==> src/verilog/analogizer_consts.svh <==
/*
 * analogizer adapter constants
 * bridge page and offset of the settings word, settings field positions,
 * RGB to YPbPr matrix coefficients (1/256 units), chroma offset, DAC width
 */
`ifndef ANALOGIZER_CONSTS_SVH
`define ANALOGIZER_CONSTS_SVH

// settings word location on the bridge bus
`define ANLG_CFG_PAGE    8'hF7 // addr[31:24]
`define ANLG_CFG_OFFSET  4'h0  // addr[3:0]

// field positions inside the settings word
`define CONT_TYPE_MSB    4
`define CONT_TYPE_LSB    0
`define CONT_ASSIGN_MSB  9
`define CONT_ASSIGN_LSB  6
`define VIDEO_TYPE_MSB   13
`define VIDEO_TYPE_LSB   10
`define BLANK_SCREEN_BIT 14
`define OSD_BIT          15

// luma weights, sum is 256
`define COEF_Y_R   77
`define COEF_Y_G   150
`define COEF_Y_B   29
// blue difference
`define COEF_PB_R  (-43)
`define COEF_PB_G  (-85)
`define COEF_PB_B  128
// red difference
`define COEF_PR_R  128
`define COEF_PR_G  (-107)
`define COEF_PR_B  (-21)

`define CHROMA_OFFSET 128 // pb/pr midscale
`define DAC_BITS      6   // bits per channel on the video DAC

`endif

==> src/verilog/analogizer_pkg.sv <==
/*
 * shared types of the analogizer front end
 * pixel, timing, bridge request, settings fields, YPbPr and cartridge pins
 */
package analogizer_pkg;

	// one core pixel
	typedef struct packed {
		logic [7:0] r;
		logic [7:0] g;
		logic [7:0] b;
	} rgb_t;

	// syncs are active low
	typedef struct packed {
		logic hsync;
		logic vsync;
		logic csync;
		logic blank_n; // low during blanking
	} vid_timing_t;

	// analog output mode, other codes mean off
	typedef enum logic [3:0] {
		MODE_RGBS  = 4'd0,
		MODE_RGSB  = 4'd1, // sync on green
		MODE_YPBPR = 4'd2
	} video_mode_e;

	// bridge request, held stable by the master while req is high
	typedef struct packed {
		logic [31:0] addr;
		logic        wr;            // 1 write, 0 read
		logic [31:0] wdata;
		logic        little_endian; // 0 means bytes reversed
	} bridge_req_t;

	// decoded settings word, 15 bits
	typedef struct packed {
		logic [4:0]  cont_type;
		logic [3:0]  cont_assign;
		video_mode_e video_mode;
		logic        blank_screen;
		logic        osd;
	} settings_t;

	typedef struct packed {
		logic [7:0] y;
		logic [7:0] pb;
		logic [7:0] pr;
	} ypbpr_t;

	// cartridge port values plus direction, 1 = output
	typedef struct packed {
		logic [7:0] bank3; // {r[5:0], hsync, vsync}
		logic [7:0] bank2; // {b[0], blank_n, g[5:0]}
		logic [4:0] bank1; // b[5:1]
		logic [2:0] dir;   // {bank3, bank2, bank1}
	} cart_pins_t;

endpackage

==> src/verilog/bridge_config_regs.sv <==
/*
 * bridge bus slave for the settings word
 * four-phase req/ack handshake, one access per request
 * page/offset decode, byte swap for big-endian masters
 */
`timescale 1ns/1ps
`include "analogizer_consts.svh"

module bridge_config_regs
	import analogizer_pkg::*;
(
	input  logic        i_clk,
	input  logic        i_arst_n,
	input  logic        i_bridge_req,   // four-phase request
	input  bridge_req_t i_bridge,
	output logic        o_bridge_ack,
	output logic [31:0] o_bridge_rdata, // valid while ack high
	output logic [31:0] o_cfg_word      // settings word, little-endian order
);

	typedef enum logic {
		ST_IDLE, // waiting for req
		ST_ACK   // access done, ack high until req drops
	} bridge_state_e;

	bridge_state_e state;
	logic          access;   // request seen in idle
	logic          addr_hit; // page and offset match

	// reverse byte order unless the master is little-endian
	function automatic logic [31:0] order_bytes(input logic [31:0] w, input logic le);
		logic [31:0] swapped;
		swapped = {w[7:0], w[15:8], w[23:16], w[31:24]};
		return le ? w : swapped;
	endfunction

	assign access   = (state == ST_IDLE) && i_bridge_req;
	assign addr_hit = (i_bridge.addr[31:24] == `ANLG_CFG_PAGE) &&
	                  (i_bridge.addr[3:0] == `ANLG_CFG_OFFSET);

	always_ff @(posedge i_clk or negedge i_arst_n) begin
		if (!i_arst_n) begin
			state      <= ST_IDLE;
			o_cfg_word <= '0; // mode RGBS after reset
		end else begin
			case (state)
				ST_IDLE: begin
					if (i_bridge_req) begin
						state <= ST_ACK; // ack visible next cycle
						if (i_bridge.wr && addr_hit) begin
							o_cfg_word <= order_bytes(i_bridge.wdata, i_bridge.little_endian);
						end
					end
				end
				ST_ACK: begin
					if (!i_bridge_req) state <= ST_IDLE; // ack drops a cycle after req
				end
				default: state <= ST_IDLE;
			endcase
		end
	end

	// read data captured with the access, zero on miss or write
	always_ff @(posedge i_clk) begin
		if (access) begin
			o_bridge_rdata <= (!i_bridge.wr && addr_hit) ?
			                  order_bytes(o_cfg_word, i_bridge.little_endian) : 32'h0;
		end
	end

	assign o_bridge_ack = (state == ST_ACK);

	// a new request only starts once the previous ack has dropped
	a_req_after_ack_low: assert property (
		@(posedge i_clk) disable iff (!i_arst_n)
		$rose(i_bridge_req) |-> !o_bridge_ack
	) else $error("bridge req rose while ack still high");

endmodule

==> src/verilog/settings_decode.sv <==
/*
 * settings word field decode
 * one register stage from the word to the settings fields
 */
`timescale 1ns/1ps
`include "analogizer_consts.svh"

module settings_decode (
	input  logic                   i_clk,
	input  logic                   i_arst_n,
	input  logic [31:0]            i_cfg_word, // from the bridge register
	output analogizer_pkg::settings_t o_settings
);

	logic [3:0] video_type; // raw mode code, may be out of range

	assign video_type = i_cfg_word[`VIDEO_TYPE_MSB:`VIDEO_TYPE_LSB];

	always_ff @(posedge i_clk or negedge i_arst_n) begin
		if (!i_arst_n) begin
			o_settings <= '0; // all fields clear, RGBS
		end else begin
			o_settings.cont_type    <= i_cfg_word[`CONT_TYPE_MSB:`CONT_TYPE_LSB];
			o_settings.cont_assign  <= i_cfg_word[`CONT_ASSIGN_MSB:`CONT_ASSIGN_LSB];
			// codes above YPbPr pass through, the pin stage blacks them out
			o_settings.video_mode   <= analogizer_pkg::video_mode_e'(video_type);
			o_settings.blank_screen <= i_cfg_word[`BLANK_SCREEN_BIT];
			o_settings.osd          <= i_cfg_word[`OSD_BIT]; // osd request to the core
		end
	end

	// bit 5 and bits 31..16 are spare in this word

endmodule

==> src/verilog/ypbpr_matrix.sv <==
/*
 * two-stage RGB to YPbPr colour matrix
 * stage 1 blank mask and weighted sums, stage 2 scale, offset, clamp
 * masked rgb and timing follow the same pixel through both stages
 */
`timescale 1ns/1ps
`include "analogizer_consts.svh"

module ypbpr_matrix
	import analogizer_pkg::*;
(
	input  logic        i_clk,
	input  logic        i_arst_n,
	input  rgb_t        i_rgb,
	input  vid_timing_t i_timing,
	output ypbpr_t      o_ypbpr,
	output rgb_t        o_rgb,   // masked rgb, same latency as o_ypbpr
	output vid_timing_t o_timing
);

	localparam logic signed [17:0] K_Y_R  = `COEF_Y_R;
	localparam logic signed [17:0] K_Y_G  = `COEF_Y_G;
	localparam logic signed [17:0] K_Y_B  = `COEF_Y_B;
	localparam logic signed [17:0] K_PB_R = `COEF_PB_R;
	localparam logic signed [17:0] K_PB_G = `COEF_PB_G;
	localparam logic signed [17:0] K_PB_B = `COEF_PB_B;
	localparam logic signed [17:0] K_PR_R = `COEF_PR_R;
	localparam logic signed [17:0] K_PR_G = `COEF_PR_G;
	localparam logic signed [17:0] K_PR_B = `COEF_PR_B;
	localparam logic signed [17:0] K_OFS  = `CHROMA_OFFSET;

	rgb_t                rgb_mask;                 // blanked pixels forced black
	rgb_t                rgb_s1;
	vid_timing_t         tim_s1;
	logic signed [17:0]  y_sum, pb_sum, pr_sum;    // x256 sums
	logic signed [17:0]  y_scl, pb_scl, pr_scl;    // back to 8 bit range

	// weighted sum of one pixel, channels are unsigned
	function automatic logic signed [17:0] wsum(input rgb_t c, input logic signed [17:0] kr,
	                                            input logic signed [17:0] kg,
	                                            input logic signed [17:0] kb);
		return kr * $signed({10'd0, c.r}) + kg * $signed({10'd0, c.g}) +
		       kb * $signed({10'd0, c.b});
	endfunction

	// clamp to 0..255
	function automatic logic [7:0] sat8(input logic signed [17:0] v);
		if (v < 0) return 8'd0;
		if (v > 18'sd255) return 8'hFF;
		return v[7:0];
	endfunction

	assign rgb_mask = i_timing.blank_n ? i_rgb : '0;

	// stage 1
	always_ff @(posedge i_clk) begin
		y_sum  <= wsum(rgb_mask, K_Y_R, K_Y_G, K_Y_B);
		pb_sum <= wsum(rgb_mask, K_PB_R, K_PB_G, K_PB_B);
		pr_sum <= wsum(rgb_mask, K_PR_R, K_PR_G, K_PR_B);
		rgb_s1 <= rgb_mask;
	end

	assign y_scl  = y_sum >>> 8;
	assign pb_scl = (pb_sum >>> 8) + K_OFS; // arithmetic shift keeps the sign
	assign pr_scl = (pr_sum >>> 8) + K_OFS;

	// stage 2
	always_ff @(posedge i_clk) begin
		o_ypbpr.y  <= sat8(y_scl);
		o_ypbpr.pb <= sat8(pb_scl);
		o_ypbpr.pr <= sat8(pr_scl);
		o_rgb      <= rgb_s1;
	end

	// timing bits delayed to match
	always_ff @(posedge i_clk or negedge i_arst_n) begin
		if (!i_arst_n) begin
			tim_s1   <= '0;
			o_timing <= '0;
		end else begin
			tim_s1   <= i_timing;
			o_timing <= tim_s1;
		end
	end

endmodule

==> src/verilog/cart_video_out.sv <==
/*
 * analog mode select and cartridge pin packing
 * RGBS, RGsB, YPbPr or off, one register stage to the pins
 * pins and direction bits low while the adapter is disabled
 */
`timescale 1ns/1ps
`include "analogizer_consts.svh"

module cart_video_out
	import analogizer_pkg::*;
(
	input  logic        i_clk,
	input  logic        i_arst_n,
	input  logic        i_ena,      // adapter enable
	input  settings_t   i_settings,
	input  ypbpr_t      i_ypbpr,
	input  rgb_t        i_rgb,      // already blank masked
	input  vid_timing_t i_timing,
	output cart_pins_t  o_pins
);

	logic [`DAC_BITS-1:0] dac_r, dac_g, dac_b; // values on the DAC inputs
	logic                 dac_hs, dac_vs;      // DAC sync pins
	logic                 dac_blank_n;
	cart_pins_t           pins_next;

	always_comb begin
		case (i_settings.video_mode)
			MODE_RGBS: begin
				dac_r       = i_rgb.r[7 -: `DAC_BITS];
				dac_g       = i_rgb.g[7 -: `DAC_BITS];
				dac_b       = i_rgb.b[7 -: `DAC_BITS];
				dac_hs      = i_timing.csync; // composite sync on the hsync pin
				dac_vs      = 1'b1;
				dac_blank_n = i_timing.blank_n;
			end
			MODE_RGSB: begin
				dac_r       = i_rgb.r[7 -: `DAC_BITS];
				dac_g       = i_rgb.g[7 -: `DAC_BITS];
				dac_b       = i_rgb.b[7 -: `DAC_BITS];
				dac_hs      = 1'b1;
				dac_vs      = i_timing.csync; // to DAC sync, ends up on green
				dac_blank_n = i_timing.blank_n;
			end
			MODE_YPBPR: begin
				dac_r       = i_ypbpr.pr[7 -: `DAC_BITS]; // Pr on red
				dac_g       = i_ypbpr.y[7 -: `DAC_BITS];  // Y on green
				dac_b       = i_ypbpr.pb[7 -: `DAC_BITS]; // Pb on blue
				dac_hs      = 1'b1;
				dac_vs      = i_timing.csync;
				dac_blank_n = 1'b1; // DAC blank must stay off, black comes from the matrix
			end
			default: begin
				// unknown mode, black with plain hsync
				dac_r       = '0;
				dac_g       = '0;
				dac_b       = '0;
				dac_hs      = i_timing.hsync;
				dac_vs      = 1'b1;
				dac_blank_n = i_timing.blank_n;
			end
		endcase
	end

	always_comb begin
		pins_next.bank3 = {dac_r, dac_hs, dac_vs};
		pins_next.bank2 = {dac_b[0], dac_blank_n, dac_g};
		pins_next.bank1 = dac_b[`DAC_BITS-1:1];
		pins_next.dir   = 3'b111; // all three banks drive
	end

	// output register, cleared in reset and while disabled
	always_ff @(posedge i_clk or negedge i_arst_n) begin
		if (!i_arst_n) begin
			o_pins <= '0;
		end else if (!i_ena) begin
			o_pins <= '0; // pins released to input
		end else begin
			o_pins <= pins_next;
		end
	end

	// rgb from the matrix is black whenever its aligned timing says blanking
	a_rgb_black_in_blank: assert property (
		@(posedge i_clk) disable iff (!i_arst_n)
		!i_timing.blank_n |-> (i_rgb == '0)
	) else $error("rgb not black during blanking");

endmodule

==> src/verilog/analogizer_top.sv <==
/*
 * analogizer front end top level
 * bridge settings register, field decode, colour matrix, pin stage
 */
`timescale 1ns/1ps

module analogizer_top
	import analogizer_pkg::*;
(
	input  logic        i_clk,
	input  logic        i_arst_n,
	input  logic        i_ena,
	input  logic        i_bridge_req,
	input  bridge_req_t i_bridge,
	input  rgb_t        i_rgb,
	input  vid_timing_t i_timing,
	output logic        o_bridge_ack,
	output logic [31:0] o_bridge_rdata,
	output settings_t   o_settings,
	output cart_pins_t  o_pins
);

	logic [31:0] cfg_word;   // raw settings word
	ypbpr_t      mtx_ypbpr;
	rgb_t        mtx_rgb;    // masked rgb, matrix latency
	vid_timing_t mtx_timing;

	bridge_config_regs u_bridge_config_regs (
		.i_clk          (i_clk),
		.i_arst_n       (i_arst_n),
		.i_bridge_req   (i_bridge_req),
		.i_bridge       (i_bridge),
		.o_bridge_ack   (o_bridge_ack),
		.o_bridge_rdata (o_bridge_rdata),
		.o_cfg_word     (cfg_word)
	);

	settings_decode u_settings_decode (
		.i_clk      (i_clk),
		.i_arst_n   (i_arst_n),
		.i_cfg_word (cfg_word),
		.o_settings (o_settings)
	);

	ypbpr_matrix u_ypbpr_matrix (
		.i_clk    (i_clk),
		.i_arst_n (i_arst_n),
		.i_rgb    (i_rgb),
		.i_timing (i_timing),
		.o_ypbpr  (mtx_ypbpr),
		.o_rgb    (mtx_rgb),
		.o_timing (mtx_timing)
	);

	cart_video_out u_cart_video_out (
		.i_clk      (i_clk),
		.i_arst_n   (i_arst_n),
		.i_ena      (i_ena),
		.i_settings (o_settings),
		.i_ypbpr    (mtx_ypbpr),
		.i_rgb      (mtx_rgb),
		.i_timing   (mtx_timing),
		.o_pins     (o_pins)
	);

endmodule

==> config.mk <==
export PLATFORM = sky130hd
export DESIGN_NAME = analogizer_top
export DESIGN_NICKNAME = d
export VERILOG_FILES = /design/src/verilog/analogizer_pkg.sv /design/src/verilog/bridge_config_regs.sv /design/src/verilog/settings_decode.sv /design/src/verilog/ypbpr_matrix.sv /design/src/verilog/cart_video_out.sv /design/src/verilog/analogizer_top.sv
export VERILOG_INCLUDE_DIRS = /design/src /design/src/verilog
export SDC_FILE = /design/constraint.sdc
export NUM_CORES = 1
export LEC_CHECK = 0
export BUFFER_PORTS_ARGS = -buffer_cell sky130_fd_sc_hd__buf_2
export CAP_MARGIN = 30
export CELL_PAD_IN_SITES_DETAIL_PLACEMENT = 0
export CELL_PAD_IN_SITES_GLOBAL_PLACEMENT = 2
export CORE_MARGIN = 8
export CORE_UTILIZATION = 36
export DETAILED_ROUTE_END_ITERATION = 16
export PLACE_DENSITY_LB_ADDON = 0.1
export SYNTH_ARGS = -nofsm -noshare
export SYNTH_HDL_FRONTEND = slang
export SYNTH_HIERARCHICAL = 1
export SYNTH_SLANG_ARGS = --single-unit
==> constraint.sdc <==
create_clock -name i_clk -period 2.2 [get_ports i_clk]
set_clock_uncertainty 0.15 [all_clocks]
set_input_delay 0.55 -clock i_clk [delete_from_list [all_inputs] [get_ports i_clk]]
set_output_delay 0.55 -clock i_clk [all_outputs]
set_load 0.02 [all_outputs]
# --- Word level (Yosys, flattened, before mapping) ---
# Cells that the tools add are included.
word_totals:
  register_bits: 236
  in_bits: 98
  output_inout_bits: 72
  word_cells: 97
classes:
  addsub: 8
  n_mul: 7
  n_lt_le_gt_ge: 6
  n_eq_ne: 3
  muxes: 32
  bitwise: 1
  n_reduce_logical: 10
ops:
  columns: ["cell", "n"]
  rows:
  - ["8-bit two-way mux", 12]
  - ["18-bit adder", 4]
  - ["32-bit two-way mux", 2]
  - ["24-bit two-way mux", 2]
  - ["6-bit one-hot mux with 2 select lines", 3]
  - ["8-bit by 9-bit multiplier with 17-bit output, first input constant", 2]
  - ["7-bit by 8-bit multiplier with 15-bit output, first input constant", 2]
  - ["10-bit by 9-bit adder with 11-bit output, second input constant", 2]
  - ["11-bit by 9-bit > comparator with 1-bit output, second input constant", 2]
  - ["11-bit by 1-bit less-than comparator with 1-bit output, second input constant", 2]
  - ["16-bit by 18-bit adder with 18-bit output", 1]
  - ["18-bit by 16-bit adder with 18-bit output", 1]
  - ["7-bit by 9-bit multiplier with 16-bit output, first input constant", 1]
  - ["6-bit by 9-bit multiplier with 15-bit output, first input constant", 1]
  - ["5-bit by 8-bit multiplier with 13-bit output, first input constant", 1]
  - ["1-bit two-way mux", 12]
  - ["10-bit by 9-bit > comparator with 1-bit output, second input constant", 1]
  - ["10-bit by 1-bit less-than comparator with 1-bit output, second input constant", 1]
  - ["8-bit == test, second input constant", 1]
  - ["4-bit zero test", 2]
  - ["4-bit by 1-bit == test with 1-bit output, second input constant", 1]
  - ["4-bit by 2-bit == test with 1-bit output, second input constant", 1]
  - ["1-bit logical AND", 4]
  - ["2-bit OR reduction", 2]
  - ["4 further kinds", 4]

# --- Logic depth before layout (Yosys ltp) ---
# Gate-level depths: netlist of the first run.
depth:
  word_depth: 6
  ltp_mapped: 28

# --- By module ---
# The synthesis of the first run kept the hierarchy.
modules_own_cells:
  columns: ["mod", "n_inst", "cells_per_inst", "area_each_um2", "seq_area_each_um2"]
  rows:
  - ["ypbpr_matrix", 1, 1025, 10583.9, 2222.1]
  - ["bridge_config_regs", 1, 214, 3139.3, 1786.7]
  - ["cart_video_out", 1, 74, 915.9, 550.5]
  - ["settings_decode", 1, 15, 375.4, 375.4]

# --- Worst setup path before layout of the first run ---
# OpenSTA, ideal clock, no wires.
synth_path:
  path_kind: "input -> register"
  start: "in i_timing[0] in the netlist's numbering"
  end: "reg u_ypbpr_matrix.y_sum[15]"
  setup_time_ps: 72
  t_arrival_ps: 6713
  t_required_ps: 1978
  slack_ps: -4735
  cell_stages: 24
  path_buffers: 1
  cell_sequence: "clkbuf_1 -> and2_1 -> ha_1 -> ha_1 -> inv_1 -> fa_1 -> fa_1 -> inv_1 -> ha_1 -> xnor2_1 -> fa_1 -> fa_1 -> inv_1 -> fa_1 -> fa_1 -> inv_1 -> ha_1 -> nand2_1 -> nor2_1 -> a211oi_1 -> o31ai_1 -> a211o_1 -> o31ai_2 -> xnor2_1"
synth_rtl:
  columns: ["item", "line_no", "text"]
  rows:
  - ["start: declaration", "analogizer_top.sv:16", "input vid_timing_t i_timing,"]
  - ["end signal: assignment", "ypbpr_matrix.sv:57", "y_sum <= wsum(rgb_mask, K_Y_R, K_Y_G, K_Y_B);"]
  - ["end: declaration", "ypbpr_matrix.sv:35", "logic signed [17:0] y_sum, pb_sum, pr_sum;"]

==> impl_metrics.json, run 1 <==
{
  "required_ps": 2420,
  "routed-via-count": 9842,
  "coreArea_um2": 39700,
  "grt_max_degree": 33,
  "worstPathMaxFanout": 7,
  "clk_latency_ps": 430,
  "power_mw": 19.2,
  "drv_slew": 0,
  "powerDensity_nw_per_um2": 1030,
  "dr_wl_met2_mm": 18.3,
  "drt_iter0_drc": 374,
  "cts_tree": "done",
  "pre_cts_ws_ps": -4590,
  "top_layer": "met4",
  "arrival_ps": 6230,
  "viasPerCell": 4.51,
  "die_area_um2": 46900,
  "gp_congestion": 0.835,
  "synth_nets": 1748,
  "start_kind": "input pin",
  "avgSynthCellArea_um2": 11.2,
  "peakVddDrop_mv": 0.636,
  "num_antenna_cells": 0,
  "setup_viol": 27,
  "drtPass1Iterations": 6,
  "ios": 170,
  "rsz0062_at_grt": "yes",
  "die_h_um": 217,
  "slew_headroom_pct": 68.4,
  "violations": "setup timing",
  "endpoint_kind": "register",
  "routed_wl_mm": 37.1,
  "htree_levels": 4,
  "die_x_um": 217,
  "worstPathCellList": "buf_12, and2_4, ha_4, ha_4, inv_2, fa_1, fa_1, inv_2, ha_4, xnor2_2, fa_1, fa_1, inv_1, fa_1, fa_1, inv_2, ha_4, nand2_2, nor2_1, a211oi_2, o31ai_2, a211o_1, o31ai_4, xnor2_1",
  "crit_top_cell": "fa_1",
  "drc_errors": 0,
  "fmax_ghz": 0.166,
  "yosys_warnings": 6,
  "grt_pass1_wl_mm": 60.2,
  "hpwl_mm": 31.5,
  "finalCriticalPeriod_ps": 6010,
  "syn_inst": 1292,
  "grt_pass1_vias": 10800,
  "antenna_found_initial": 0,
  "drive_gt1_share_pct": 35.1,
  "routedWlPerCell_um": 17.0,
  "wl_met3_mm": 1.44,
  "hold_violations": 0,
  "hold_path.class": "in -> reg",
  "critPathMaxStageDelay_ps": 570,
  "ant_nets": 0,
  "wl_met1_mm": 17.0,
  "final_cell_mix": "252 x inv_1, 187 x buf_4, 185 x ha_1",
  "numPortBuffers": 148,
  "status": "finished, violations left",
  "syn-cell-area_um2": 14500,
  "grt_usage_pct": 16.4,
  "p_leak_nw": 9.66,
  "maxCapViolCount": 0,
  "fin_nets": 2101,
  "cts_max_path_buffers": 2,
  "crit_slowest_cell": "fa_1",
  "layout_commonest_cell": "inv_1",
  "cts_buffers": 17,
  "fillers": 3815,
  "cts.sinks": 189,
  "finalWorstSetupSlack_ps": -3810,
  "std_cell_rows": 73,
  "period_share_pct": 273,
  "cts_root_buffer": "clkbuf_16",
  "worstSetupPathType": "in -> reg",
  "cts.clk_slew.worst_paths_ps": 80,
  "worstMarginPinSlew_ps": 473,
  "syn_to_final_growth_pct": 28.9,
  "overflow": 0,
  "start_util_pct": 36.5
}
worst paths after layout:
kind,start,end,slack (ps),cells past startpoint
max in group asynchronous,i_arst_n,u_cart_video_out/o_pins[22]$_DFF_PN0_,820,3
worst max-delay path,i_timing[0],u_ypbpr_matrix/y_sum[15]$_DFF_P_,-3810,24
min in group asynchronous,i_arst_n,u_bridge_config_regs/o_cfg_word[25]$_DFFE_PN0P_,410,2
worst min register to register,u_ypbpr_matrix/rgb_s1[2]$_DFF_P_,u_ypbpr_matrix/o_rgb[2]$_DFF_P_,180,0
worst min-delay path,i_timing[1],u_ypbpr_matrix/tim_s1[1]$_DFF_PN0_,80,1
worst max register to register,u_bridge_config_regs/o_bridge_ack$_DFF_PN0_,u_bridge_config_regs/o_cfg_word[26]$_DFFE_PN0P_,350,4
what timing repair did:
| item | in CTS | in global routing |
|---|---|---|
| buffers inserted | 14 | 7 |
| endpoints found under the setup margin | 27 | 27 |
| endpoints found under the hold margin | 21 | 0 |
| hold buffers | 1 | 0 |
| cloned | 1 | 0 |
| pin swaps | 49 | 48 |
| resized for setup | 82 | 34 |
critical path, delay by kind of cell:
kind	cells	cell delay, ps
buffers and inverters	5	300
xor gates and xnor gates	2	260
and+or+nand+nor	3	260
AOI/OAI and AO/OA	4	820
adders and majority gates	10	4030
report_power, final:
group	internal (mW)	switching, mW	leakage (nW)
sequential	4.15	0.232	2.02
clock	1.48	1.39	0.258
combinational	6.16	5.80	7.38
total	11.8	7.43	9.66
cell type report:
| cell class | instances | area, um^2 | area share [%] |
|---|---|---|---|
| Multi-Input combinational cell | 798 | 9360 | 50.1 |
| Inverter | 278 | 1060 | 5.67 |
| Tap cell | 525 | 657 | 3.52 |
| Sequential cell | 189 | 4480 | 24.0 |
| Timing Repair Buffer | 361 | 2570 | 13.8 |
| Clock buffer | 19 | 433 | 2.32 |
| Clock inverter | 13 | 114 | 0.610 |
state kept, by name, summed over array words and instances, names as in the netlist:
signal and flops:
u_bridge_config_regs/o_bridge_ack 1, u_cart_video_out/o_pins 22, u_bridge_config_regs/o_bridge_rdata 32, u_ypbpr_matrix/y_sum 7
u_ypbpr_matrix/o_ypbpr 18, u_ypbpr_matrix/pr_sum 10, u_ypbpr_matrix/rgb_s1 18, u_settings_decode/o_settings 15
u_ypbpr_matrix/o_timing 3, u_ypbpr_matrix/pb_sum 10, u_bridge_config_regs/o_cfg_word 32, u_ypbpr_matrix/tim_s1 3
u_ypbpr_matrix/o_rgb 18
routing by layer:
| metal | vias to the layer above | GRT usage, % |
|---|---|---|
| met5 | - | 0 |
| met1 | 4813 | 21.3 |
| met3 | 19 | 2.55 |
| met2 | 153 | 28.5 |
| met4 | 0 | 3.61 |
| li1 | 4857 | - |
through the flow:
stage	setup TNS [ps]	utilization, %	area, um^2	std cells	hold WS (ps)
finish	-86370	47.0	18700	2183	78.5
CTS	-86170	46.5	18500	2177	54.3
global route	-90550	47.0	18700	2183	62.6
detailed placement	-112640	43.8	17400	2129	162
global placement	-112160	43.8	17400	2129	163
floorplan	-93240	-	14700	1292	104
No activity file was read; power rests on OpenSTA's default activity.
==> inputs of run 2 (changes only) <==
--- a/config.mk
+++ b/config.mk
@@ -13,7 +13,7 @@
 export CORE_MARGIN = 8
 export CORE_UTILIZATION = 36
 export DETAILED_ROUTE_END_ITERATION = 16
-export PLACE_DENSITY_LB_ADDON = 0.1
+export PLACE_DENSITY_LB_ADDON = 0.12
 export SYNTH_ARGS = -nofsm -noshare
 export SYNTH_HDL_FRONTEND = slang
 export SYNTH_HIERARCHICAL = 1
==> run 2 against run 1 <==
Against the previous run: sequential cell count stayed put; clock-buffer cell count is 1 higher; final area is 0.80% higher; the run still ends with setup timing left; utilization is 0.37 points higher.
==> impl_metrics.json, run 2 (synthesized netlist as in run 1, its figures left out) <==
{
  "status": "finished, violations left",
  "violations": "setup timing",
  "hpwl_mm": 31.9,
  "placement.cell_area_um2": 17400,
  "reg_top3": "u_bridge_config_regs/o_bridge_rdata x32, u_bridge_config_regs/o_cfg_word x32, u_cart_video_out/o_pins x22",
  "cts.clk_slew.worst_paths_ps": 70,
  "p_leak_nw": 9.73,
  "num_antenna_cells": 0,
  "viasPerCell": 4.50,
  "drtPass1Iterations": 4,
  "drc_errors": 0,
  "worstPathCellList": "buf_6, and2_4, ha_4, ha_4, inv_2, fa_1, fa_1, inv_2, ha_4, xnor2_2, fa_1, fa_1, inv_1, fa_1, fa_1, inv_1, ha_1, nand2_4, nor2_2, a211oi_2, o31ai_2, a211o_1, o31ai_4, o21bai_1",
  "grt_pass1_vias": 11000,
  "grt_pass1_wl_mm": 61.4,
  "rsz0062_at_grt": "yes",
  "powerDensity_nw_per_um2": 1050,
  "endpoint_kind": "register",
  "die_h_um": 217,
  "period_share_pct": 274,
  "ios": 170,
  "grt_usage_pct": 16.8,
  "die_x_um": 217,
  "overflow": 0,
  "cts_root_buffer": "clkbuf_16",
  "syn_to_final_growth_pct": 29.9,
  "tns_ps": -89470,
  "required_ps": 2370,
  "numPortBuffers": 148,
  "start_kind": "input pin",
  "routed-via-count": 9837,
  "std_cell_rows": 73,
  "htree_levels": 4,
  "worstPathMaxFanout": 3,
  "start_util_pct": 36.5,
  "drv_slew": 0,
  "setup_viol": 27,
  "crit_slowest_cell": "fa_1",
  "maxCapViolCount": 0,
  "hold_violations": 0,
  "drt_iter0_drc": 279,
  "slew_headroom_pct": 71.5,
  "hold_path.class": "in -> reg",
  "grt_max_degree": 37,
  "die_area_um2": 46900,
  "finalWorstSetupSlack_ps": -3830,
  "ant_nets": 0,
  "worstSetupPathType": "in -> reg",
  "gp_congestion": 0.879,
  "drive_gt1_share_pct": 35.3,
  "peakVddDrop_mv": 0.943,
  "finalCriticalPeriod_ps": 6030,
  "cts_tree": "done",
  "clk_latency_ps": 440,
  "fmax_ghz": 0.166,
  "routed_wl_mm": 37.9,
  "arrival_ps": 6200,
  "cts.sinks": 189,
  "worstMarginPinSlew_ps": 427,
  "coreArea_um2": 39700,
  "cts_buffers": 17,
  "final_cell_mix": "253 x inv_1, 190 x buf_4, 188 x ha_1",
  "cts_max_path_buffers": 2,
  "fin_nets": 2106,
  "antenna_found_initial": 0,
  "routedWlPerCell_um": 17.3,
  "crit_top_cell": "fa_1",
  "layout_commonest_cell": "inv_1",
  "critPathMaxStageDelay_ps": 540,
  "stdcell_area_um2": 18800
}
-- run 2: cell count changes in the layout (fill, tap and decap cells not counted), moves of 3 or more --
cell / change
ha_1: +3
inv_2: -5
nand2_1: +3
nand2_4: -4
xnor2_2: +3
xnor2_1: -3
o21ai_1: +3
buf_4: +3
inv_6: +5
fa_2: +4
buf_12: +4
fa_1: -4
-- run 2: cell type report --
| class | count | area (um^2) |
|---|---|---|
| clock inverter | 12 | 128 |
| clock buffer | 20 | 437 |
| inverter | 278 | 1070 |
| sequential | 189 | 4480 |
| tap | 525 | 657 |
| fill | 3741 | 20900 |
| timing repair buffer | 366 | 2680 |
| multi-input combinational | 798 | 9370 |
-- run 2: final timing paths --
check	slack, ps	depth (start not counted)	from	endpoint
max	-3830	24	i_rgb[12]	u_ypbpr_matrix/y_sum[16]$_DFF_P_
min	70	1	i_timing[3]	u_ypbpr_matrix/tim_s1[3]$_DFF_PN0_
max reg2reg	360	4	u_bridge_config_regs/o_bridge_ack$_DFF_PN0_	u_bridge_config_regs/o_cfg_word[5]$_DFFE_PN0P_
min reg2reg	180	0	u_ypbpr_matrix/rgb_s1[6]$_DFF_P_	u_ypbpr_matrix/o_rgb[6]$_DFF_P_
max in group asynchronous	960	3	i_arst_n	u_cart_video_out/o_pins[18]$_DFF_PN0_
min in group asynchronous	420	2	i_arst_n	u_settings_decode/o_settings[14]$_DFF_PN0_
-- run 2: metrics by stage --
stage / setup WS [ps] / std cells / total power, mW / util (%) / hold WS (ps)
final: -3830 / 2188 / 19.8 / 47.4 / 70.8
after global placement: -4550 / 2122 / 15.1 / 43.7 / 161
after detailed placement: -4640 / 2122 / 15.1 / 43.7 / 162
after CTS: -3820 / 2180 / 19.4 / 46.9 / 39.4
after global routing: -4010 / 2188 / 21.7 / 47.4 / 40.9
after floorplan: -4250 / 1292 / 11.3 / - / 104
-- run 2: report_power, final --
part	total, mW	internal [mW]	leakage, nW	switching [mW]
logic	12.5	6.45	7.44	6.03
registers	4.36	4.15	2.02	0.215
clock network	2.94	1.59	0.269	1.35
total	19.8	12.2	9.73	7.59
-- run 2: worst max-delay path: cells and delay by family --
| kind | cells | cell delay (ps) |
|---|---|---|
| AOI/OAI and AO/OA | 5 | 930 |
| xor gates and xnor gates | 1 | 160 |
| adders and majority gates | 10 | 3990 |
| buffers and inverters | 5 | 280 |
| and+or+nand+nor | 3 | 270 |
-- run 2: metal layers --
metal	GRT usage, %	vias to the layer above	routed length, um
li1	-	4852	-
met3	2.77	24	1380
met2	29.6	151	19000
met4	4.26	0	623
met5	0	-	0
met1	21.1	4810	17000
-- run 2: repair_timing --
| action | 4_1_cts | 5_1_grt |
|---|---|---|
| resized for setup | 97 | 35 |
| hold endpoints to repair | 20 | 0 |
| hold buffers | 1 | 0 |
| setup buffers | 23 | 10 |
| gates cloned | 2 | 0 |
| endpoints found under the setup margin | 27 | 27 |
| pin swaps | 77 | 40 |
